--- src/soc_ifc_boot_defines.svh ---
`ifndef SOC_IFC_BOOT_DEFINES_SVH
`define SOC_IFC_BOOT_DEFINES_SVH

// fuse bank geometry
`define SOC_IFC_FUSE_WORDS 8
`define SOC_IFC_DATA_W 32

// register port address width
`define SOC_IFC_ADDR_W 8

// fuse words sit at base .. base+7, one word per address
`define ADDR_FUSE_BASE 8'h10
`define ADDR_FUSE_DONE 8'h18

// firmware update reset, trigger in bit 0
`define ADDR_FW_UPD_CTRL 8'h20
`define ADDR_FW_UPD_WAIT 8'h21

// debug continue bit and read-only status
`define ADDR_BOOT_CONTINUE 8'h22
`define ADDR_BOOT_STATUS 8'h23

// cycles the core is held during a firmware update reset
`define SOC_IFC_FW_WAIT_DEFAULT 8'd10

`endif

--- src/soc_ifc_pkg.sv ---
package soc_ifc_pkg;

    // boot sequencer states
    typedef enum logic [2:0] {
        BOOT_IDLE   = 3'd0,
        // soc programs fuses here, everything else held in reset
        BOOT_FUSE   = 3'd1,
        // core held in reset for a firmware update
        BOOT_FW_RST = 3'd2,
        // timed hold, or parked on the debug breakpoint
        BOOT_WAIT   = 3'd3,
        BOOT_DONE   = 3'd4
    } boot_fsm_state_e;

    // reset and status outputs of the boot sequencer
    typedef struct packed {
        // reset for every block except the core
        logic cptra_noncore_rst_b;
        // core reset, also asserted by firmware update
        logic cptra_uc_rst_b;
        // one-cycle pulse at the end of each reset flow
        logic iccm_unlock;
        logic ready_for_fuses;
        // sticky once a firmware update reset has run
        logic fw_upd_rst_executed;
    } boot_rst_ctrl_t;

endpackage

--- src/soc_ifc_reg_pkg.sv ---
`include "soc_ifc_boot_defines.svh"

package soc_ifc_reg_pkg;

    // register port opcodes
    typedef enum logic [1:0] {
        REG_NOP   = 2'd0,
        REG_READ  = 2'd1,
        REG_WRITE = 2'd2
    } reg_op_e;

    // request, valid for the single cycle where op is not nop
    typedef struct packed {
        reg_op_e                    op;
        logic [`SOC_IFC_ADDR_W-1:0] addr;
        logic [`SOC_IFC_DATA_W-1:0] wdata;
    } reg_req_t;

    // response, returned one cycle after the request
    typedef struct packed {
        logic                       rvalid;
        logic                       err;
        logic [`SOC_IFC_DATA_W-1:0] rdata;
    } reg_rsp_t;

    // decoded fuse word write toward the fuse bank
    typedef struct packed {
        logic                       wr;
        logic [2:0]                 idx;
        logic [`SOC_IFC_DATA_W-1:0] data;
    } fuse_wr_t;

endpackage

--- src/soc_ifc_boot_fsm.sv ---
module soc_ifc_boot_fsm (
    input  logic                        clk,
    input  logic                        cptra_rst_b,
    input  logic                        fuse_done,
    input  logic                        fw_update_rst,
    input  logic [7:0]                  fw_update_rst_wait_cycles,
    input  logic                        boot_brkpoint,
    input  logic                        boot_continue,
    output soc_ifc_pkg::boot_rst_ctrl_t rst_ctrl
);

    soc_ifc_pkg::boot_fsm_state_e boot_fsm_ps;
    soc_ifc_pkg::boot_fsm_state_e boot_fsm_ns;

    // state transition arcs
    logic arc_fuse_to_done;
    logic arc_fuse_to_wait;
    logic arc_wait_to_done;
    logic arc_done_to_fw_rst;
    logic enter_done;

    // reset release stage
    logic propagate_en;
    logic fsm_uc_rst_b;
    logic synch_noncore_rst_b;
    logic synch_uc_rst_b;
    logic noncore_rst_q;
    logic uc_rst_q;

    logic iccm_unlock_q;
    logic fw_upd_rst_executed_q;

    // hold counter
    logic [7:0] wait_count;
    logic       wait_count_load;
    logic       wait_count_decr;

    // fuse done moves on, breakpoint picks the parked path
    assign arc_fuse_to_done = fuse_done & ~boot_brkpoint;
    assign arc_fuse_to_wait = fuse_done & boot_brkpoint;

    // counter expired and not parked on the breakpoint
    assign arc_wait_to_done = (wait_count == 8'd0) & ~(boot_brkpoint & ~boot_continue);
    assign arc_done_to_fw_rst = fw_update_rst;

    always_comb begin
        boot_fsm_ns     = boot_fsm_ps;
        wait_count_load = 1'b0;
        wait_count_decr = 1'b0;
        propagate_en    = 1'b0;
        fsm_uc_rst_b    = 1'b1;
        case (boot_fsm_ps)
            soc_ifc_pkg::BOOT_IDLE: begin
                boot_fsm_ns     = soc_ifc_pkg::BOOT_FUSE;
                wait_count_load = 1'b1;
            end
            soc_ifc_pkg::BOOT_FUSE: begin
                if (arc_fuse_to_wait) begin
                    boot_fsm_ns = soc_ifc_pkg::BOOT_WAIT;
                end else if (arc_fuse_to_done) begin
                    boot_fsm_ns = soc_ifc_pkg::BOOT_DONE;
                end
                wait_count_load = 1'b1;
                fsm_uc_rst_b    = 1'b0;
            end
            soc_ifc_pkg::BOOT_FW_RST: begin
                // core goes back into reset, timer starts
                boot_fsm_ns     = soc_ifc_pkg::BOOT_WAIT;
                wait_count_decr = 1'b1;
                fsm_uc_rst_b    = 1'b0;
            end
            soc_ifc_pkg::BOOT_WAIT: begin
                if (arc_wait_to_done) begin
                    boot_fsm_ns = soc_ifc_pkg::BOOT_DONE;
                end
                wait_count_decr = 1'b1;
                fsm_uc_rst_b    = 1'b0;
            end
            soc_ifc_pkg::BOOT_DONE: begin
                if (arc_done_to_fw_rst) begin
                    boot_fsm_ns = soc_ifc_pkg::BOOT_FW_RST;
                end
                // reload timer so the next update starts from the programmed count
                wait_count_load = 1'b1;
                propagate_en    = 1'b1;
            end
            default: begin
                boot_fsm_ns = soc_ifc_pkg::BOOT_IDLE;
            end
        endcase
    end

    // every entry into done ends a reset flow
    assign enter_done = (boot_fsm_ns == soc_ifc_pkg::BOOT_DONE) &&
                        (boot_fsm_ps != soc_ifc_pkg::BOOT_DONE);

    always_ff @(posedge clk or negedge cptra_rst_b) begin
        if (!cptra_rst_b) begin
            boot_fsm_ps           <= soc_ifc_pkg::BOOT_IDLE;
            wait_count            <= 8'd0;
            synch_noncore_rst_b   <= 1'b0;
            synch_uc_rst_b        <= 1'b0;
            noncore_rst_q         <= 1'b0;
            uc_rst_q              <= 1'b0;
            iccm_unlock_q         <= 1'b0;
            fw_upd_rst_executed_q <= 1'b0;
        end else begin
            boot_fsm_ps <= boot_fsm_ns;
            if (wait_count_load) begin
                wait_count <= fw_update_rst_wait_cycles;
            end else if (wait_count_decr && (wait_count != 8'd0)) begin
                // stops at zero while parked on the breakpoint
                wait_count <= wait_count - 8'd1;
            end
            // first flop, noncore release is sticky once done is reached
            synch_noncore_rst_b <= synch_noncore_rst_b | propagate_en;
            synch_uc_rst_b      <= propagate_en | fsm_uc_rst_b;
            // second flop
            noncore_rst_q <= synch_noncore_rst_b;
            // core leaves reset only when global, firmware and synced terms agree
            uc_rst_q      <= synch_noncore_rst_b & fsm_uc_rst_b & synch_uc_rst_b;
            iccm_unlock_q <= enter_done;
            if ((boot_fsm_ps == soc_ifc_pkg::BOOT_DONE) && arc_done_to_fw_rst) begin
                fw_upd_rst_executed_q <= 1'b1;
            end
        end
    end

    assign rst_ctrl.cptra_noncore_rst_b = noncore_rst_q;
    assign rst_ctrl.cptra_uc_rst_b      = uc_rst_q;
    assign rst_ctrl.iccm_unlock         = iccm_unlock_q;
    assign rst_ctrl.ready_for_fuses     = (boot_fsm_ps == soc_ifc_pkg::BOOT_FUSE);
    assign rst_ctrl.fw_upd_rst_executed = fw_upd_rst_executed_q;

    state_known_a: assert property (@(posedge clk) disable iff (!cptra_rst_b)
        !$isunknown(boot_fsm_ps));

    // noncore blocks stay in reset until fuses are done
    noncore_held_a: assert property (@(posedge clk) disable iff (!cptra_rst_b)
        (boot_fsm_ps inside {soc_ifc_pkg::BOOT_IDLE, soc_ifc_pkg::BOOT_FUSE})
        |-> !rst_ctrl.cptra_noncore_rst_b);

    uc_held_in_wait_a: assert property (@(posedge clk) disable iff (!cptra_rst_b)
        (boot_fsm_ps == soc_ifc_pkg::BOOT_WAIT) |-> !rst_ctrl.cptra_uc_rst_b);

endmodule

--- src/soc_ifc_fuse_bank.sv ---
`include "soc_ifc_boot_defines.svh"

module soc_ifc_fuse_bank (
    input  logic                                                 clk,
    input  logic                                                 cptra_rst_b,
    input  soc_ifc_reg_pkg::fuse_wr_t                            fuse_wr,
    input  logic                                                 fuse_done_wr,
    input  logic [2:0]                                           fuse_rd_idx,
    input  logic                                                 ready_for_fuses,
    output logic [`SOC_IFC_DATA_W-1:0]                           fuse_rdata,
    output logic                                                 fuse_wr_rej,
    output logic                                                 fuse_done,
    output logic [`SOC_IFC_FUSE_WORDS-1:0][`SOC_IFC_DATA_W-1:0] fuse_words
);

    logic [`SOC_IFC_FUSE_WORDS-1:0][`SOC_IFC_DATA_W-1:0] fuse_q;
    logic                                                 wr_accept;

    // writes land only inside the fuse window and before the lock
    assign wr_accept   = fuse_wr.wr & ready_for_fuses & ~fuse_done;
    assign fuse_wr_rej = fuse_wr.wr & ~wr_accept;

    always_ff @(posedge clk or negedge cptra_rst_b) begin
        if (!cptra_rst_b) begin
            fuse_q <= '0;
        end else if (wr_accept) begin
            fuse_q[fuse_wr.idx] <= fuse_wr.data;
        end
    end

    // done doubles as the lock, held until the next reset
    always_ff @(posedge clk or negedge cptra_rst_b) begin
        if (!cptra_rst_b) begin
            fuse_done <= 1'b0;
        end else if (fuse_done_wr) begin
            fuse_done <= 1'b1;
        end
    end

    assign fuse_rdata = fuse_q[fuse_rd_idx];

    // whole bank for key consumers downstream
    assign fuse_words = fuse_q;

    fuse_locked_a: assert property (@(posedge clk) disable iff (!cptra_rst_b)
        fuse_done |=> $stable(fuse_q));

endmodule

--- src/soc_ifc_boot_regs.sv ---
`include "soc_ifc_boot_defines.svh"

module soc_ifc_boot_regs (
    input  logic                        clk,
    input  logic                        cptra_rst_b,
    input  soc_ifc_reg_pkg::reg_req_t   reg_req,
    input  logic [`SOC_IFC_DATA_W-1:0]  fuse_rdata,
    input  logic                        fuse_wr_rej,
    input  logic                        fuse_done,
    input  soc_ifc_pkg::boot_rst_ctrl_t rst_ctrl,
    output soc_ifc_reg_pkg::reg_rsp_t   reg_rsp,
    output soc_ifc_reg_pkg::fuse_wr_t   fuse_wr,
    output logic                        fuse_done_wr,
    output logic [2:0]                  fuse_rd_idx,
    output logic                        fw_update_rst,
    output logic [7:0]                  fw_update_rst_wait_cycles,
    output logic                        boot_continue
);

    logic is_rd;
    logic is_wr;
    logic hit_fuse;
    logic hit_done;
    logic hit_ctrl;
    logic hit_wait;
    logic hit_cont;
    logic hit_status;
    logic hit_any;
    logic req_err;

    logic [`SOC_IFC_DATA_W-1:0] rd_data;

    // response flops
    logic                       rsp_valid_q;
    logic                       rsp_err_q;
    logic [`SOC_IFC_DATA_W-1:0] rsp_rdata_q;

    assign is_rd = (reg_req.op == soc_ifc_reg_pkg::REG_READ);
    assign is_wr = (reg_req.op == soc_ifc_reg_pkg::REG_WRITE);

    // address decode
    assign hit_fuse   = (reg_req.addr >= `ADDR_FUSE_BASE) &&
                        (reg_req.addr < (`ADDR_FUSE_BASE + `SOC_IFC_FUSE_WORDS));
    assign hit_done   = (reg_req.addr == `ADDR_FUSE_DONE);
    assign hit_ctrl   = (reg_req.addr == `ADDR_FW_UPD_CTRL);
    assign hit_wait   = (reg_req.addr == `ADDR_FW_UPD_WAIT);
    assign hit_cont   = (reg_req.addr == `ADDR_BOOT_CONTINUE);
    assign hit_status = (reg_req.addr == `ADDR_BOOT_STATUS);
    assign hit_any    = hit_fuse | hit_done | hit_ctrl | hit_wait | hit_cont | hit_status;

    // fuse accesses pass straight through to the bank
    assign fuse_rd_idx  = 3'(reg_req.addr - `ADDR_FUSE_BASE);
    assign fuse_wr.wr   = is_wr & hit_fuse;
    assign fuse_wr.idx  = fuse_rd_idx;
    assign fuse_wr.data = reg_req.wdata;
    assign fuse_done_wr = is_wr & hit_done;

    always_ff @(posedge clk or negedge cptra_rst_b) begin
        if (!cptra_rst_b) begin
            fw_update_rst             <= 1'b0;
            fw_update_rst_wait_cycles <= `SOC_IFC_FW_WAIT_DEFAULT;
            boot_continue             <= 1'b0;
        end else begin
            // trigger is a single cycle pulse, nothing to clear
            fw_update_rst <= is_wr & hit_ctrl & reg_req.wdata[0];
            if (is_wr && hit_wait) begin
                fw_update_rst_wait_cycles <= reg_req.wdata[7:0];
            end
            // continue is sticky until reset
            if (is_wr && hit_cont && reg_req.wdata[0]) begin
                boot_continue <= 1'b1;
            end
        end
    end

    // read data mux, unmapped and control addresses read zero
    always_comb begin
        rd_data = '0;
        if (hit_fuse) begin
            rd_data = fuse_rdata;
        end else if (hit_done) begin
            rd_data[0] = fuse_done;
        end else if (hit_wait) begin
            rd_data[7:0] = fw_update_rst_wait_cycles;
        end else if (hit_cont) begin
            rd_data[0] = boot_continue;
        end else if (hit_status) begin
            // bit 5 fuse done, bits 4:0 reset control in struct order
            rd_data[5:0] = {fuse_done, rst_ctrl};
        end
    end

    assign req_err = ~hit_any | (is_wr & hit_status) | fuse_wr_rej;

    always_ff @(posedge clk or negedge cptra_rst_b) begin
        if (!cptra_rst_b) begin
            rsp_valid_q <= 1'b0;
            rsp_err_q   <= 1'b0;
        end else begin
            rsp_valid_q <= is_rd | is_wr;
            rsp_err_q   <= (is_rd | is_wr) & req_err;
        end
    end

    always_ff @(posedge clk) begin
        rsp_rdata_q <= is_rd ? rd_data : '0;
    end

    assign reg_rsp.rvalid = rsp_valid_q;
    assign reg_rsp.err    = rsp_err_q;
    assign reg_rsp.rdata  = rsp_rdata_q;

    rsp_one_per_req_a: assert property (@(posedge clk) disable iff (!cptra_rst_b)
        reg_rsp.rvalid == $past(reg_req.op != soc_ifc_reg_pkg::REG_NOP));

endmodule

--- src/soc_ifc_boot_top.sv ---
`include "soc_ifc_boot_defines.svh"

module soc_ifc_boot_top (
    input  logic                                                 clk,
    input  logic                                                 cptra_rst_b,
    input  soc_ifc_reg_pkg::reg_req_t                            reg_req,
    input  logic                                                 boot_brkpoint,
    output soc_ifc_reg_pkg::reg_rsp_t                            reg_rsp,
    output soc_ifc_pkg::boot_rst_ctrl_t                          rst_ctrl,
    output logic [`SOC_IFC_FUSE_WORDS-1:0][`SOC_IFC_DATA_W-1:0] fuse_words
);

    // register block to fuse bank
    soc_ifc_reg_pkg::fuse_wr_t  fuse_wr;
    logic                       fuse_done_wr;
    logic [2:0]                 fuse_rd_idx;
    logic [`SOC_IFC_DATA_W-1:0] fuse_rdata;
    logic                       fuse_wr_rej;
    logic                       fuse_done;

    // register block to boot sequencer
    logic       fw_update_rst;
    logic [7:0] fw_update_rst_wait_cycles;
    logic       boot_continue;

    soc_ifc_boot_fsm u_boot_fsm (
        .clk                       (clk),
        .cptra_rst_b               (cptra_rst_b),
        .fuse_done                 (fuse_done),
        .fw_update_rst             (fw_update_rst),
        .fw_update_rst_wait_cycles (fw_update_rst_wait_cycles),
        .boot_brkpoint             (boot_brkpoint),
        .boot_continue             (boot_continue),
        .rst_ctrl                  (rst_ctrl)
    );

    soc_ifc_fuse_bank u_fuse_bank (
        .clk             (clk),
        .cptra_rst_b     (cptra_rst_b),
        .fuse_wr         (fuse_wr),
        .fuse_done_wr    (fuse_done_wr),
        .fuse_rd_idx     (fuse_rd_idx),
        .ready_for_fuses (rst_ctrl.ready_for_fuses),
        .fuse_rdata      (fuse_rdata),
        .fuse_wr_rej     (fuse_wr_rej),
        .fuse_done       (fuse_done),
        .fuse_words      (fuse_words)
    );

    soc_ifc_boot_regs u_boot_regs (
        .clk                       (clk),
        .cptra_rst_b               (cptra_rst_b),
        .reg_req                   (reg_req),
        .fuse_rdata                (fuse_rdata),
        .fuse_wr_rej               (fuse_wr_rej),
        .fuse_done                 (fuse_done),
        .rst_ctrl                  (rst_ctrl),
        .reg_rsp                   (reg_rsp),
        .fuse_wr                   (fuse_wr),
        .fuse_done_wr              (fuse_done_wr),
        .fuse_rd_idx               (fuse_rd_idx),
        .fw_update_rst             (fw_update_rst),
        .fw_update_rst_wait_cycles (fw_update_rst_wait_cycles),
        .boot_continue             (boot_continue)
    );

endmodule

--- config.mk ---
export PLATFORM = sky130hd
export DESIGN_NAME = soc_ifc_boot_top
export DESIGN_NICKNAME = d
export VERILOG_FILES = /design/src/soc_ifc_pkg.sv /design/src/soc_ifc_reg_pkg.sv /design/src/soc_ifc_boot_fsm.sv /design/src/soc_ifc_fuse_bank.sv /design/src/soc_ifc_boot_regs.sv /design/src/soc_ifc_boot_top.sv
export VERILOG_INCLUDE_DIRS = /design/src
export SDC_FILE = /design/constraint.sdc
export NUM_CORES = 1
export LEC_CHECK = 0
export ABC_AREA = 1
export BUFFER_PORTS_ARGS = -buffer_cell sky130_fd_sc_hd__buf_4
export CORE_ASPECT_RATIO = 0.8
export CORE_MARGIN = 2
export CORE_UTILIZATION = 40
export DETAILED_ROUTE_END_ITERATION = 16
export GPL_TIMING_DRIVEN = 0
export HOLD_SLACK_MARGIN = 0.06
export MAX_ROUTING_LAYER = met4
export PLACE_DENSITY = 0.7
export REMOVE_ABC_BUFFERS = 1
export SYNTH_ARGS = -nofsm -noshare
export SYNTH_HDL_FRONTEND = slang
export SYNTH_SLANG_ARGS = --single-unit
export TNS_END_PERCENT = 30
--- constraint.sdc ---
create_clock -name clk -period 4 [get_ports clk]
set_clock_uncertainty 0.05 [all_clocks]
set_input_delay 0.8 -clock clk [delete_from_list [all_inputs] [get_ports clk]]
set_output_delay 0.8 -clock clk [all_outputs]
set_load 0.01 [all_outputs]
==> impl_summary.log <==
INFO  metric via_count = roughly 14000
INFO  metric wire_length_of_the_first_global_routing_pass = around 78 mm
INFO  metric mappedNetlistArea = 14100 um2
INFO  metric worst_setup_path_startpoint = reg_req[32]
INFO  metric timing.critical_path.slowest_cell_delay = roughly 1.1 ns
INFO  metric globalRouteTotalUtil = 0.289
INFO  metric number_of_antenna_violations_at_the_first_check_in_global_routing = 0
INFO  metric vias_per_cell = around 5.4
INFO  metric synth.top_cells.by_area = dfrtp_1 (50%), nand2_1 (19%), o21ai_0 (7.7%)
INFO  metric timing.fmax = ~260 MHz
INFO  metric post_cts_resize_count = 0
INFO  metric layout.cells.most_common = nand2_1
INFO  metric grt_max_degree = around 120
INFO  metric synthDominantAreaCellType = dfrtp_1
INFO  metric cts_post_setup_buffers_inserted = 0
INFO  metric netlist_instances = roughly 1800
INFO  metric cts_hold_repair.buffers = 0
INFO  metric first_pass_iters = 6
INFO  metric layout.cell_area.non_filler = 18400 um2
INFO  metric maxSlewHeadroom = 0.183
INFO  metric post_synth_num_cell_types = 34
INFO  metric minimum_clock_period = just under 4 ns
INFO  metric coreArea = ~35000 um2
INFO  metric floorplan.die.height = 172 um
INFO  metric non_filler_instances = around 2500
INFO  metric starting_utilization_of_the_core_area = 0.406
INFO  metric clk-insertion-delay-late = ~0.52 ns
INFO  metric first_global_vias = roughly 13000
INFO  metric placed_cells = approximately 2500
INFO  metric synth_largest_type_area_fraction = 0.505
INFO  metric drv_cap = 0
INFO  metric drc = 0
INFO  metric r2r_slack = 0.77 ns
INFO  metric htree_levels = 2
INFO  metric critPathMaxFanout = ~70
INFO  metric cp_data_arrival_time = around 4.2 ns
INFO  metric cts.reportedPaths.clkPinSlew = about 0.06 ns
INFO  metric post_synth.cell_area_avg = roughly 8 um2
INFO  metric crit_required = 4.30 ns
INFO  metric worstSetupEndpointType = flip-flop
INFO  metric boundaryPins = 340
INFO  metric final_min_period_over_clock_period = 0.967
INFO  metric dieArea = approximately 37000 um2
INFO  metric io_buffers = approximately 340
INFO  metric leakagePower = roughly 9.6 nW
INFO  metric cp_cell_sequence = buf_6 -> inv_4 -> nand2_1 -> clkinv_1 -> nand2_4 -> o21ai_0
INFO  metric post_dp_cell_area = 17200 um2
INFO  metric n_antenna_cell = 0
INFO  metric routabilityCongestion = around 0.90
INFO  metric cpMaxStageDelayCell = nand2_4
INFO  metric timing_max_transition_violations_final = 0
INFO  metric synthToLayoutAreaGrowth = 30.6%
INFO  metric timing_worst_slew_pin_value = ~1.2 ns
INFO  metric mostFrequentLayoutCells = nand2_1 (702), buf_4 (337), dfrtp_1 (284)
INFO  metric dp_hpwl = 32.6 mm
INFO  metric worstSetupEndpoint = u_fuse_bank.fuse_words[19]
INFO  metric std_cell_rows = roughly 60
INFO  metric die_w = roughly 210 um
INFO  metric drt_iter0_drc = between 1000 and 1500
INFO  metric worst_r2r_path_depth = 7
INFO  metric vdd.ir_drop.worst = slightly above 0.3 mV
INFO  metric setup_viol = 0
INFO  metric holdCritPathClass = input pin to asynchronous set/reset pin
INFO  metric final-hold-violation-count = 0
INFO  metric pwr_density_cell = between 400 and 500 nW/um2
INFO  metric critPathLaunchType = input pin
INFO  metric root_buffer = clkbuf_16
INFO  metric reg_to_reg_critical_path_endpoint = u_fuse_bank.fuse_words[204]
INFO  metric share_of_the_core_filled_with_cells = 0.530
INFO  metric ys_warn_count = 0
INFO  metric critical_path_class = input pin to flip-flop
INFO  metric routed_wl = roughly 51 mm
INFO  metric synth-seq-area-share = 0.554
INFO  metric drive_gt1_frac = 0.213
INFO  metric synth.ff_latch_count = ~320
INFO  metric ant_nets = 0
INFO  metric wl_per_cell = approximately 20 um
INFO  metric outcome = complete, no violations
INFO  metric inserted_clock_buffers = 35
INFO  metric critical_path.reg2reg.startpoint = u_boot_fsm.boot_fsm_ps[1]
INFO  metric power = ~7.5 mW
INFO  metric cts_tree = yes
INFO  metric grt-ovfl-total = 0
INFO  metric hold_slack = 0.229 ns
INFO  metric rsz0062_at_grt = no
INFO  metric cts.sink_count = roughly 320
INFO  metric clk_buf_depth = 3
INFO  metric layout_nets = around 2100
[state kept, by name, indices dropped and copies added, names as in the netlist]
register and flops:
u_boot_regs.fw_update_rst 1, u_boot_fsm.fw_upd_rst_executed_q 1, u_boot_fsm.uc_rst_q 1, u_boot_fsm.iccm_unlock_q 1, u_boot_regs.rsp_err_q 1, u_boot_fsm.synch_noncore_rst_b 1, u_boot_fsm.boot_fsm_ps 3, u_fuse_bank.fuse_words 256
u_boot_regs.rsp_rdata_q 32, u_boot_regs.boot_continue 1, u_fuse_bank.fuse_done 1, u_boot_fsm.wait_count 8, u_boot_fsm.synch_uc_rst_b 1, u_boot_regs.fw_update_rst_wait_cycles 8, u_boot_regs.rsp_valid_q 1, u_boot_fsm.noncore_rst_q 1
[cells in the mapped netlist]
cell type,number
xor2_1,1
nand2_2,5
dfrtp_1,284
nand2_1,702
dfxtp_1,32
nor2_4,1
clkbuf_1,69
nand4_1,81
inv_1,77
o21ai_0,217
o21a_1,14
nor3_4,1
and3_1,1
buf_4,14
a31oi_1,5
o31ai_1,2
o41ai_1,1
dfstp_2,2
clkinv_1,1
inv_2,2
nand3_1,63
nor2_2,2
o22ai_1,1
nand3b_1,3
mux2i_1,1
a21oi_1,40
nor3_1,2
or2_2,2
nor2_1,95
a211oi_1,1
buf_2,24
o211ai_1,4
buf_1,5
ha_1,3
[cells by family after synthesis]
logic type | Yosys count | share of synthesized area
buf+inv | 192 | 0.0570
simple gates | 958 | 0.279
flops | 318 | 0.554
fa+ha+maj | 3 | 0.00267
mux | 1 | 0.000711
compound gates | 285 | 0.106
xor+xnor | 1 | 0.000622
[routing by layer]
metal | part of all wire | GRT usage | up-vias
met4 | 0.022 | 0.0749 | 0
met1 | 0.42 | 0.381 | 6647
li1 | - | - | 6265
met3 | 0.11 | 0.0814 | 106
met2 | 0.45 | 0.441 | 690
met5 | 0 | - | -
[metrics by stage]
stage,TNS [ns],setup WS (ns)
detailed placement,-12.21,-0.292
finish,0,0.134
CTS,0,0.269
global placement,-998.92,-5.01
floorplan,-15.55,-0.419
global route,0,0.0667
[worst min path at each step]
| stage | start | to | slack, ns | cells past startpoint |
|---|---|---|---|---|
| 3_5_place_dp | u_boot_fsm.synch_noncore_rst_b | u_boot_fsm.noncore_rst_q | 0.34 | 0 |
| 2_1_floorplan | u_boot_fsm.synch_noncore_rst_b | u_boot_fsm.noncore_rst_q | 0.32 | 0 |
| 3_3_place_gp | u_boot_fsm.synch_noncore_rst_b | u_boot_fsm.noncore_rst_q | 0.34 | 0 |
| 4_1_cts | cptra_rst_b | u_fuse_bank.fuse_words[90] | 0.25 | 1 |
| 5_1_grt | cptra_rst_b | u_fuse_bank.fuse_words[26] | 0.26 | 1 |
| 6_report | cptra_rst_b | u_fuse_bank.fuse_words[218] | 0.23 | 1 |
[area by class of cell]
cell class,instances,area (um2)
Tap cell,472,591
Clock buffer,52,1060
Inverter,80,303
Sequential cell,318,7800
Multi-Input combinational cell,1248,5570
Timing Repair Buffer,356,2940
Clock inverter,11,135
Fill cell,3214,16300
[critical path: cells and delay by family]
family	cells	cell delay, ns
buf+inv	3	1.64
simple gates	2	1.40
compound gates	1	0.20
[power breakdown]
group | switching [mW] | leakage (nW) | internal, mW
registers | 0.0599 | 4.21 | 3.29
logic | 0.513 | 4.77 | 0.236
clock network | 1.33 | 0.588 | 2.03
(Power assumes the default switching activity.)
